[src/verilog/rp_pkg.sv]
package rp_pkg;

  ////////////////////////////////////////////////////////////
  // widths
  ////////////////////////////////////////////////////////////

  // number of analog channels, acquire and generate
  localparam int CHN_N = 2;
  // converter sample width
  localparam int SMP_W = 14;
  // calibration gain, 2.14 fixed point
  localparam int MUL_W = 16;
  localparam int MUL_SHIFT = 14;
  // full product, then shifted product plus offset with one guard bit
  localparam int PRD_W = SMP_W + MUL_W;
  localparam int ACC_W = PRD_W - MUL_SHIFT + 1;
  // configuration bus
  localparam int REG_W = 16;
  localparam int ADDR_W = 4;

  ////////////////////////////////////////////////////////////
  // sample types
  ////////////////////////////////////////////////////////////

  // signed sample, also used for offsets
  typedef logic signed [SMP_W-1:0] smp_t;
  typedef logic signed [MUL_W-1:0] mul_t;
  typedef logic signed [PRD_W-1:0] prd_t;
  typedef logic signed [ACC_W-1:0] acc_t;
  // raw code toward the DAC pins
  typedef logic [SMP_W-1:0] dac_code_t;

  // reset values
  localparam mul_t MUL_UNITY = mul_t'(16384);
  localparam smp_t SUM_ZERO = '0;
  // code for a zero sample
  localparam dac_code_t DAC_ZERO = {1'b0, {(SMP_W-1){1'b1}}};

  // saturation limits
  localparam smp_t SMP_MAX = smp_t'(2**(SMP_W-1) - 1);
  localparam smp_t SMP_MIN = smp_t'(-(2**(SMP_W-1)));

  // register map
  typedef enum logic [ADDR_W-1:0] {
    ADC_MUL0 = 0,
    ADC_MUL1 = 1,
    ADC_SUM0 = 2,
    ADC_SUM1 = 3,
    DAC_MUL0 = 4,
    DAC_MUL1 = 5,
    DAC_SUM0 = 6,
    DAC_SUM1 = 7,
    MUX_LOOP = 8
  } reg_addr_e;

  // msb kept, lower bits inverted
  // same mapping in both directions, so ADC and DAC share it
  function automatic logic [SMP_W-1:0] flip_code(input logic [SMP_W-1:0] val);
    return {val[SMP_W-1], ~val[SMP_W-2:0]};
  endfunction

endpackage : rp_pkg
[src/verilog/rp_adc_path.sv]
`timescale 1ns/1ps

module rp_adc_path (
  input  logic                     adc_clk,
  input  logic                     rst_i,
  // raw converter code, offset binary
  input  logic [rp_pkg::SMP_W-1:0] adc_dat_i,
  // loopback
  input  logic                     loop_i,
  input  rp_pkg::smp_t             loop_smp_i,
  // calibration
  input  rp_pkg::mul_t             mul_i,
  input  rp_pkg::smp_t             sum_i,
  // calibrated stream
  output rp_pkg::smp_t             dat_o,
  output logic                     vld_o,
  input  logic                     rdy_i
);

  import rp_pkg::*;

  smp_t raw_q;
  logic raw_vld;
  smp_t lin_dat;

  ////////////////////////////////////////////////////////////
  // input register
  ////////////////////////////////////////////////////////////

  // free running, the converter has no handshake
  always_ff @(posedge adc_clk) begin
    raw_q <= smp_t'(flip_code(adc_dat_i));
  end

  // first raw sample is ready one edge after reset release
  always_ff @(posedge adc_clk, posedge rst_i) begin
    if (rst_i) begin
      raw_vld <= 1'b0;
    end else begin
      raw_vld <= 1'b1;
    end
  end

  // digital loopback multiplexer
  assign lin_dat = loop_i ? loop_smp_i : raw_q;

  // ready left open, samples refused by linear are dropped
  rp_linear lin (
    .adc_clk   (adc_clk),
    .rst_i     (rst_i),
    .mul_i     (mul_i),
    .sum_i     (sum_i),
    .in_dat_i  (lin_dat),
    .in_vld_i  (raw_vld),
    .in_rdy_o  (),
    .out_dat_o (dat_o),
    .out_vld_o (vld_o),
    .out_rdy_i (rdy_i)
  );

endmodule : rp_adc_path

[src/verilog/rp_analog_top.sv]
`timescale 1ns/1ps

module rp_analog_top (
  input  logic                                        adc_clk,
  input  logic                                        top_rst,
  // configuration
  input  logic                                        cfg_wen_i,
  input  logic [rp_pkg::ADDR_W-1:0]                   cfg_addr_i,
  input  logic [rp_pkg::REG_W-1:0]                    cfg_wdat_i,
  output logic [rp_pkg::REG_W-1:0]                    cfg_rdat_o,
  // ADC
  input  logic [rp_pkg::CHN_N-1:0][rp_pkg::SMP_W-1:0] adc_dat_i,
  output rp_pkg::smp_t [rp_pkg::CHN_N-1:0]            adc_dat_o,
  output logic [rp_pkg::CHN_N-1:0]                    adc_vld_o,
  input  logic [rp_pkg::CHN_N-1:0]                    adc_rdy_i,
  // generator
  input  rp_pkg::smp_t [rp_pkg::CHN_N-1:0]            gen_dat_i,
  input  logic [rp_pkg::CHN_N-1:0]                    gen_vld_i,
  output logic [rp_pkg::CHN_N-1:0]                    gen_rdy_o,
  // DAC
  output rp_pkg::dac_code_t [rp_pkg::CHN_N-1:0]       dac_dat_o,
  output logic                                        dac_wrt_o
);

  import rp_pkg::*;

  logic             rst_q;
  // calibration
  mul_t [CHN_N-1:0] adc_mul;
  smp_t [CHN_N-1:0] adc_sum;
  mul_t [CHN_N-1:0] dac_mul;
  smp_t [CHN_N-1:0] dac_sum;
  logic [CHN_N-1:0] mux_loop;
  // last DAC pair, signed
  smp_t [CHN_N-1:0] loop_smp;

  ////////////////////////////////////////////////////////////
  // reset
  ////////////////////////////////////////////////////////////

  // asserts at once, releases on the next clock edge
  always_ff @(posedge adc_clk, posedge top_rst) begin
    if (top_rst) begin
      rst_q <= 1'b1;
    end else begin
      rst_q <= 1'b0;
    end
  end

  ////////////////////////////////////////////////////////////
  // calibration registers
  ////////////////////////////////////////////////////////////

  rp_calib_regs regs (
    .adc_clk   (adc_clk),
    .rst_i     (rst_q),
    .wen_i     (cfg_wen_i),
    .addr_i    (cfg_addr_i),
    .wdat_i    (cfg_wdat_i),
    .rdat_o    (cfg_rdat_o),
    .adc_mul_o (adc_mul),
    .adc_sum_o (adc_sum),
    .dac_mul_o (dac_mul),
    .dac_sum_o (dac_sum),
    .loop_o    (mux_loop)
  );

  ////////////////////////////////////////////////////////////
  // ADC IO
  ////////////////////////////////////////////////////////////

  for (genvar i = 0; i < CHN_N; i++) begin : g_adc
    rp_adc_path adc (
      .adc_clk    (adc_clk),
      .rst_i      (rst_q),
      .adc_dat_i  (adc_dat_i[i]),
      .loop_i     (mux_loop[i]),
      .loop_smp_i (loop_smp[i]),
      .mul_i      (adc_mul[i]),
      .sum_i      (adc_sum[i]),
      .dat_o      (adc_dat_o[i]),
      .vld_o      (adc_vld_o[i]),
      .rdy_i      (adc_rdy_i[i])
    );
  end : g_adc

  ////////////////////////////////////////////////////////////
  // DAC IO
  ////////////////////////////////////////////////////////////

  rp_dac_path dac (
    .adc_clk    (adc_clk),
    .rst_i      (rst_q),
    .gen_dat_i  (gen_dat_i),
    .gen_vld_i  (gen_vld_i),
    .gen_rdy_o  (gen_rdy_o),
    .mul_i      (dac_mul),
    .sum_i      (dac_sum),
    .dac_dat_o  (dac_dat_o),
    .dac_wrt_o  (dac_wrt_o),
    .loop_smp_o (loop_smp)
  );

endmodule : rp_analog_top

[src/verilog/rp_calib_regs.sv]
`timescale 1ns/1ps

module rp_calib_regs (
  input  logic                                 adc_clk,
  input  logic                                 rst_i,
  // register port
  input  logic                                 wen_i,
  input  logic [rp_pkg::ADDR_W-1:0]            addr_i,
  input  logic [rp_pkg::REG_W-1:0]             wdat_i,
  output logic [rp_pkg::REG_W-1:0]             rdat_o,
  // acquire calibration
  output rp_pkg::mul_t [rp_pkg::CHN_N-1:0]     adc_mul_o,
  output rp_pkg::smp_t [rp_pkg::CHN_N-1:0]     adc_sum_o,
  // generate calibration
  output rp_pkg::mul_t [rp_pkg::CHN_N-1:0]     dac_mul_o,
  output rp_pkg::smp_t [rp_pkg::CHN_N-1:0]     dac_sum_o,
  // loopback select, one bit per channel
  output logic [rp_pkg::CHN_N-1:0]             loop_o
);

  import rp_pkg::*;

  reg_addr_e        addr;
  logic [REG_W-1:0] rd_dat;

  // out of map addresses fall into the default branches
  assign addr = reg_addr_e'(addr_i);

  ////////////////////////////////////////////////////////////
  // write
  ////////////////////////////////////////////////////////////

  always_ff @(posedge adc_clk, posedge rst_i) begin
    if (rst_i) begin
      adc_mul_o <= {CHN_N{MUL_UNITY}};
      adc_sum_o <= {CHN_N{SUM_ZERO}};
      dac_mul_o <= {CHN_N{MUL_UNITY}};
      dac_sum_o <= {CHN_N{SUM_ZERO}};
      loop_o    <= '0;
    end else if (wen_i) begin
      case (addr)
        ADC_MUL0: adc_mul_o[0] <= mul_t'(wdat_i);
        ADC_MUL1: adc_mul_o[1] <= mul_t'(wdat_i);
        // offsets take the low bits only
        ADC_SUM0: adc_sum_o[0] <= smp_t'(wdat_i[SMP_W-1:0]);
        ADC_SUM1: adc_sum_o[1] <= smp_t'(wdat_i[SMP_W-1:0]);
        DAC_MUL0: dac_mul_o[0] <= mul_t'(wdat_i);
        DAC_MUL1: dac_mul_o[1] <= mul_t'(wdat_i);
        DAC_SUM0: dac_sum_o[0] <= smp_t'(wdat_i[SMP_W-1:0]);
        DAC_SUM1: dac_sum_o[1] <= smp_t'(wdat_i[SMP_W-1:0]);
        MUX_LOOP: loop_o       <= wdat_i[CHN_N-1:0];
        default: ;
      endcase
    end
  end

  ////////////////////////////////////////////////////////////
  // read
  ////////////////////////////////////////////////////////////

  // offsets sign extended, loop bits zero extended
  always_comb begin
    case (addr)
      ADC_MUL0: rd_dat = REG_W'(adc_mul_o[0]);
      ADC_MUL1: rd_dat = REG_W'(adc_mul_o[1]);
      ADC_SUM0: rd_dat = REG_W'(adc_sum_o[0]);
      ADC_SUM1: rd_dat = REG_W'(adc_sum_o[1]);
      DAC_MUL0: rd_dat = REG_W'(dac_mul_o[0]);
      DAC_MUL1: rd_dat = REG_W'(dac_mul_o[1]);
      DAC_SUM0: rd_dat = REG_W'(dac_sum_o[0]);
      DAC_SUM1: rd_dat = REG_W'(dac_sum_o[1]);
      MUX_LOOP: rd_dat = REG_W'(loop_o);
      default:  rd_dat = '0;
    endcase
  end

  // one edge of read latency
  always_ff @(posedge adc_clk, posedge rst_i) begin
    if (rst_i) begin
      rdat_o <= '0;
    end else begin
      rdat_o <= rd_dat;
    end
  end

endmodule : rp_calib_regs

[src/verilog/rp_dac_path.sv]
`timescale 1ns/1ps

module rp_dac_path (
  input  logic                                 adc_clk,
  input  logic                                 rst_i,
  // generator streams
  input  rp_pkg::smp_t [rp_pkg::CHN_N-1:0]     gen_dat_i,
  input  logic [rp_pkg::CHN_N-1:0]             gen_vld_i,
  output logic [rp_pkg::CHN_N-1:0]             gen_rdy_o,
  // calibration
  input  rp_pkg::mul_t [rp_pkg::CHN_N-1:0]     mul_i,
  input  rp_pkg::smp_t [rp_pkg::CHN_N-1:0]     sum_i,
  // DAC
  output rp_pkg::dac_code_t [rp_pkg::CHN_N-1:0] dac_dat_o,
  output logic                                 dac_wrt_o,
  // signed copy for the loopback
  output rp_pkg::smp_t [rp_pkg::CHN_N-1:0]     loop_smp_o
);

  import rp_pkg::*;

  smp_t [CHN_N-1:0] lin_dat;
  logic [CHN_N-1:0] lin_vld;
  // both channels leave linear together
  logic             pair_go;

  ////////////////////////////////////////////////////////////
  // per channel calibration
  ////////////////////////////////////////////////////////////

  for (genvar i = 0; i < CHN_N; i++) begin : g_lin
    rp_linear lin (
      .adc_clk   (adc_clk),
      .rst_i     (rst_i),
      .mul_i     (mul_i[i]),
      .sum_i     (sum_i[i]),
      .in_dat_i  (gen_dat_i[i]),
      .in_vld_i  (gen_vld_i[i]),
      .in_rdy_o  (gen_rdy_o[i]),
      .out_dat_o (lin_dat[i]),
      .out_vld_o (lin_vld[i]),
      .out_rdy_i (pair_go)
    );
  end : g_lin

  ////////////////////////////////////////////////////////////
  // pair join and output registers
  ////////////////////////////////////////////////////////////

  // a channel running ahead holds in its own pipeline
  assign pair_go = &lin_vld;

  always_ff @(posedge adc_clk, posedge rst_i) begin
    if (rst_i) begin
      dac_dat_o  <= {CHN_N{DAC_ZERO}};
      loop_smp_o <= {CHN_N{SUM_ZERO}};
      dac_wrt_o  <= 1'b0;
    end else begin
      // single cycle write strobe
      dac_wrt_o <= pair_go;
      if (pair_go) begin
        for (int i = 0; i < CHN_N; i++) begin
          dac_dat_o[i]  <= dac_code_t'(flip_code(lin_dat[i]));
          loop_smp_o[i] <= lin_dat[i];
        end
      end
    end
  end

endmodule : rp_dac_path

[src/verilog/rp_linear.sv]
`timescale 1ns/1ps

module rp_linear (
  input  logic         adc_clk,
  input  logic         rst_i,
  // calibration
  input  rp_pkg::mul_t mul_i,
  input  rp_pkg::smp_t sum_i,
  // input stream
  input  rp_pkg::smp_t in_dat_i,
  input  logic         in_vld_i,
  output logic         in_rdy_o,
  // output stream
  output rp_pkg::smp_t out_dat_o,
  output logic         out_vld_o,
  input  logic         out_rdy_i
);

  import rp_pkg::*;

  // stage one, full product
  logic s1_vld;
  prd_t s1_prd;
  logic s1_en;
  // stage two, shifted, offset and clamped
  logic s2_vld;
  smp_t s2_dat;
  logic s2_en;
  // shift plus offset before clamping
  acc_t acc;

  ////////////////////////////////////////////////////////////
  // handshake
  ////////////////////////////////////////////////////////////

  // a stage moves when empty or when its content leaves this edge
  assign s2_en = ~s2_vld | out_rdy_i;
  assign s1_en = ~s1_vld | s2_en;

  // stalls only with both stages full and a blocked output
  assign in_rdy_o = s1_en;

  ////////////////////////////////////////////////////////////
  // stage one
  ////////////////////////////////////////////////////////////

  always_ff @(posedge adc_clk, posedge rst_i) begin
    if (rst_i) begin
      s1_vld <= 1'b0;
    end else if (s1_en) begin
      s1_vld <= in_vld_i;
    end
  end

  // both operands widened first so the product keeps every bit
  always_ff @(posedge adc_clk) begin
    if (s1_en) begin
      s1_prd <= prd_t'(in_dat_i) * prd_t'(mul_i);
    end
  end

  ////////////////////////////////////////////////////////////
  // stage two
  ////////////////////////////////////////////////////////////

  // arithmetic shift rounds toward minus infinity
  // shifted product fits MUL_W bits, guard bit absorbs the offset
  assign acc = acc_t'(s1_prd >>> MUL_SHIFT) + acc_t'(sum_i);

  always_ff @(posedge adc_clk, posedge rst_i) begin
    if (rst_i) begin
      s2_vld <= 1'b0;
    end else if (s2_en) begin
      s2_vld <= s1_vld;
    end
  end

  // saturate to the sample range
  always_ff @(posedge adc_clk) begin
    if (s2_en) begin
      if (acc > SMP_MAX) begin
        s2_dat <= SMP_MAX;
      end else if (acc < SMP_MIN) begin
        s2_dat <= SMP_MIN;
      end else begin
        s2_dat <= smp_t'(acc);
      end
    end
  end

  assign out_dat_o = s2_dat;
  assign out_vld_o = s2_vld;

endmodule : rp_linear

[config.mk]
export PLATFORM = sky130hd
export DESIGN_NAME = rp_analog_top
export DESIGN_NICKNAME = d
export VERILOG_FILES = /design/src/verilog/rp_pkg.sv /design/src/verilog/rp_adc_path.sv /design/src/verilog/rp_analog_top.sv /design/src/verilog/rp_calib_regs.sv /design/src/verilog/rp_dac_path.sv /design/src/verilog/rp_linear.sv
export SDC_FILE = /design/constraint.sdc
export NUM_CORES = 2
export LEC_CHECK = 0
export BUFFER_PORTS_ARGS = -buffer_cell sky130_fd_sc_hd__buf_2
export CORE_ASPECT_RATIO = 0.75
export CORE_MARGIN = 2
export CORE_UTILIZATION = 40
export CTS_CLUSTER_DIAMETER = 150
export DETAILED_ROUTE_END_ITERATION = 8
export GPL_TIMING_DRIVEN = 0
export HOLD_SLACK_MARGIN = 0.1
export PLACE_DENSITY_LB_ADDON = 0.15
export SLEW_MARGIN = 20
export SYNTH_ARGS = -nofsm -noshare
export SYNTH_HDL_FRONTEND = slang
export SYNTH_SLANG_ARGS = --single-unit
[constraint.sdc]
create_clock -name adc_clk -period 6.68 [get_ports adc_clk]
set_input_delay 0.668 -clock adc_clk [delete_from_list [all_inputs] [get_ports adc_clk]]
set_output_delay 0.668 -clock adc_clk [all_outputs]
set_load 0.005 [all_outputs]
==> run summary <==
Synthesis Warnings: 0
Setup TNS: -1.632 ns
Number of enable-type register cells in the synthesized netlist: 120
Post-synthesis cell type with the largest combined area: sky130_fd_sc_hd__fa_1
H-tree depth: 2
Hold buffer count at cts: 0
Routed len/inst: 21.33 µm
Final-report max-slew violation count: 0
Global-route total usage across every layer: 23.57%
Maximum number of pins on one net before global-route repair: 87
Synthesized area divided by synthesized cell count: 10.23 µm²
Data arrival at the endpoint of the critical path: 7.33 ns
Clock-pin slew reported for the worst setup and hold paths after clock tree synthesis: 0.06 ns
Hold WC Path Type: input pin to async pin
1st-pass router iterations: 5
Detailed Place HPWL: 113400 µm
Final Skew: 0.03900 ns
Critical register-to-register path startpoint: regs.loop_o[0]$_DFFE_PP0P_
Clock network latency to the later pin of the worst-skew pair: 0.58 ns
DRC violation count after routing: 0
Mapped Cells: 4622
Total of flip-flops plus latches after synthesis: 351
Core Box Area: 117600 µm²
Post-synth cell types: 79
Status: complete, but fails checks
Initial core utilization: 40.24%
Required time worst endpoint: 6.97 ns
Cell with the most instances after synthesis: sky130_fd_sc_hd__inv_1
# Max-Cap Violations: 0
Number of placed I/O pins: 160
Initial antenna violation count: 29
Floorplan die area: 121100 µm²
Proportion of layout cells with a drive suffix above 1: 14.49%
Area growth from synthesis to layout: 12.29%
Largest driver fanout on the critical path: 7
PnR worst setup slack: -0.3653 ns
Final nets: 6187
Share of async-settable or async-resettable flops after synthesis: 57.83%
Crit Path Category: flop to flop
Overflow after GRT: 0
Synth Flop Type: sky130_fd_sc_hd__dfrtp_1
Vertical extent of the die: 301.8 µm
Max clock buf depth: 3
Violations in the final reports: negative setup slack
RSZ-0062 raised after global routing: yes
Wire length of the first global-routing pass: 213900 µm
Weighted congestion reported at the end of routability-driven placement: 0.9072
Min Tclk post-route: 7.045 ns
CP Launch Type: flop
Remaining max-slew budget at the tightest pin: 30.89%
Cell area after technology mapping: 47300 µm²
Transition time at the pin with the least slew margin: 1.029 ns
Horiz. Die Dim: 401.1 µm
Std cell rows: 109
Via count of the first global-routing pass: 34280
Share of the synthesized area in the top cell type: 37.07%
Worst Setup End Kind: flop
Number of nets produced by synthesis: 5917
Sequential cell area fraction in the yosys report: 19.62%
DR iter-0 viols: 2235
Register-to-register setup slack: -0.37 ns
Antenna-violating nets left: 0
Clock sink total: 351
Buffer cell driving the clock tree root: sky130_fd_sc_hd__clkbuf_16
Commonest cells in the synthesized netlist: sky130_fd_sc_hd__inv_1 (985), sky130_fd_sc_hd__fa_1 (876), sky130_fd_sc_hd__nand2_1 (427)
Input/output buffers: 157
CTS buffer count: 37
CTS tree: built
Share of the cycle needed by the critical path after routing: 105.5%
Achievable clock frequency: 0.1419 GHz
Vias per cell: 5.053
Synth area leaders: sky130_fd_sc_hd__fa_1 (37%), sky130_fd_sc_hd__dfrtp_1 (9.1%), sky130_fd_sc_hd__ha_1 (8.9%), sky130_fd_sc_hd__inv_1 (7.8%), sky130_fd_sc_hd__edfxtp_1 (7.6%)
Final wirelength: 138300 µm
Capture point of the worst reg-to-reg path: g_adc[0].adc.lin.s1_prd[29]$_DFFE_PP_
Cell count of the worst reg-to-reg path: 23
Hold Vio Cnt, Final: 0
Setup Viol. Count Final: 10
Number of vias after detailed routing: 32756
==> final cells by class <==
type | count | area [µm²]
well taps | 1554 | 1944
clock inverters | 28 | 261.5
repair buffers | 235 | 1535
inverters | 985 | 3705
clock buffers | 40 | 937.1
diodes | 8 | 20.02
fillers | 11416 | 64440
flip-flops and latches | 351 | 9314
multi-input cells | 3121 | 34370
plain buffers | 161 | 1025
==> timing repair <==
item	in CTS	in global routing
cloned	1	1
resized for setup	208	154
setup buffers	53	21
pin swaps	40	56
endpoints found under the setup margin	49	33
==> placed cells by master, fill, tap and decap left out, types with 16 or more instances in the layout <==
| cell type | n |
|---|---|
| sky130_fd_sc_hd__edfxtp_1 | 120 |
| sky130_fd_sc_hd__nand2_1 | 423 |
| sky130_fd_sc_hd__o21ai_0 | 58 |
| sky130_fd_sc_hd__dfrtp_2 | 22 |
| sky130_fd_sc_hd__buf_2 | 159 |
| sky130_fd_sc_hd__a21oi_1 | 115 |
| sky130_fd_sc_hd__dfrtp_1 | 150 |
| sky130_fd_sc_hd__nor2_1 | 128 |
| sky130_fd_sc_hd__clkbuf_2 | 37 |
| sky130_fd_sc_hd__a21o_1 | 58 |
| sky130_fd_sc_hd__xor2_1 | 45 |
| sky130_fd_sc_hd__nand4_1 | 19 |
| sky130_fd_sc_hd__xnor2_1 | 100 |
| sky130_fd_sc_hd__and2_1 | 257 |
| sky130_fd_sc_hd__dfxtp_1 | 28 |
| sky130_fd_sc_hd__mux2_2 | 153 |
| sky130_fd_sc_hd__o21ai_1 | 17 |
| sky130_fd_sc_hd__clkbuf_4 | 16 |
| sky130_fd_sc_hd__inv_1 | 977 |
| sky130_fd_sc_hd__dfstp_2 | 30 |
| sky130_fd_sc_hd__nand3_1 | 17 |
| sky130_fd_sc_hd__buf_4 | 76 |
| sky130_fd_sc_hd__nor2b_1 | 160 |
| sky130_fd_sc_hd__fa_1 | 865 |
| sky130_fd_sc_hd__a22oi_1 | 48 |
| sky130_fd_sc_hd__clkbuf_1 | 67 |
| sky130_fd_sc_hd__ha_1 | 329 |
| sky130_fd_sc_hd__nand2b_1 | 68 |
| sky130_fd_sc_hd__clkbuf_16 | 44 |
==> logic make-up after synthesis <==
family	count (synthesis)	synth area share [%]
buf+inv	1150	9.191
flops	351	19.62
fa+ha+maj	1212	45.96
other cells	2	0.01588
mux	179	4.237
compound gates	428	5.896
xor+xnor	148	2.740
simple gates	1152	12.34
==> layer usage <==
metal | up-vias | wire length (µm) | track usage (%)
met4 | 12 | 2669 | 4.591
met5 | - | 69 | 0
li1 | 14782 | - | -
met2 | 943 | 58660 | 34.58
met1 | 16857 | 65590 | 35.30
met3 | 162 | 11280 | 5.969
==> worst max-delay path, stage by stage (launching register included) <==
cell and delay, ns:
sky130_fd_sc_hd__dfrtp_1 0.38, sky130_fd_sc_hd__buf_12 0.16, sky130_fd_sc_hd__clkbuf_16 0.17, sky130_fd_sc_hd__mux2i_4 0.30, sky130_fd_sc_hd__buf_8 0.17, sky130_fd_sc_hd__nor2b_2 0.05, sky130_fd_sc_hd__fa_1 0.49, sky130_fd_sc_hd__inv_1 0.05
sky130_fd_sc_hd__fa_1 0.48, sky130_fd_sc_hd__inv_2 0.04, sky130_fd_sc_hd__fa_1 0.53, sky130_fd_sc_hd__fa_1 0.44, sky130_fd_sc_hd__fa_2 0.62, sky130_fd_sc_hd__fa_1 0.48, sky130_fd_sc_hd__ha_4 0.25, sky130_fd_sc_hd__a211oi_2 0.24
sky130_fd_sc_hd__nand2b_1 0.09, sky130_fd_sc_hd__a211o_1 0.31, sky130_fd_sc_hd__a2111oi_4 0.49, sky130_fd_sc_hd__nor4_4 0.08, sky130_fd_sc_hd__nor4b_4 0.36, sky130_fd_sc_hd__o21ai_4 0.12, sky130_fd_sc_hd__nor4_4 0.34, sky130_fd_sc_hd__nor3_4 0.07
==> worst max-delay path by stage <==
stage / end / cells after the start / from
6_report: g_adc[0].adc.lin.s1_prd[29]$_DFFE_PP_ / 23 / regs.loop_o[0]$_DFFE_PP0P_
5_1_grt: g_adc[0].adc.lin.s1_prd[29]$_DFFE_PP_ / 23 / regs.loop_o[0]$_DFFE_PP0P_
4_1_cts: g_adc[0].adc.lin.s1_prd[27]$_DFFE_PP_ / 25 / regs.loop_o[0]$_DFFE_PP0P_
3_5_place_dp: g_adc[0].adc.lin.s1_prd[29]$_DFFE_PP_ / 22 / regs.loop_o[0]$_DFFE_PP0P_
3_3_place_gp: dac.loop_smp_o[12]$_DFFE_PP0P_ / 1 / rst_q$_DFF_PP1_
2_1_floorplan: g_adc[1].adc.lin.s1_prd[29]$_DFFE_PP_ / 23 / regs.loop_o[1]$_DFFE_PP0P_
==> metrics by stage <==
stage	cell area [µm²]	setup slack (ns)	utilization, %	std cells	hold WS (ns)
after CTS	52510	-0.3446	44.66	6455	0.1364
after floorplan	47330	0.01267	-	4622	0.3788
final	53120	-0.3653	45.18	6483	0.1564
after global placement	50060	-1.993	42.59	6333	0.4058
after detailed placement	50140	-1.510	42.65	6335	0.3000
after global routing	53100	-0.6008	45.17	6478	0.1279
==> sequential cells by signal (all words and copies together), names as in the netlist <==
| name | cells |
|---|---|
| g_adc.adc.lin.s1_vld | 2 |
| regs.adc_mul_o | 32 |
| rst_q | 1 |
| g_adc.adc.lin.out_vld_o | 2 |
| g_adc.adc.raw_q | 28 |
| g_adc.adc.lin.out_dat_o | 28 |
| regs.dac_mul_o | 32 |
| dac.dac_wrt_o | 1 |
| dac.g_lin.lin.out_dat_o | 28 |
| regs.dac_sum_o | 28 |
| regs.rdat_o | 16 |
| g_adc.adc.raw_vld | 1 |
| dac.g_lin.lin.s1_prd | 32 |
| g_adc.adc.lin.s1_prd | 32 |
| dac.g_lin.lin.out_vld_o | 2 |
| dac.loop_smp_o | 28 |
| dac.dac_dat_o | 26 |
| regs.loop_o | 2 |
| regs.adc_sum_o | 28 |
| dac.g_lin.lin.s1_vld | 2 |
Power is not shown: default switching activity piles up to over one toggle a cycle in this logic, so the estimate is an artifact.
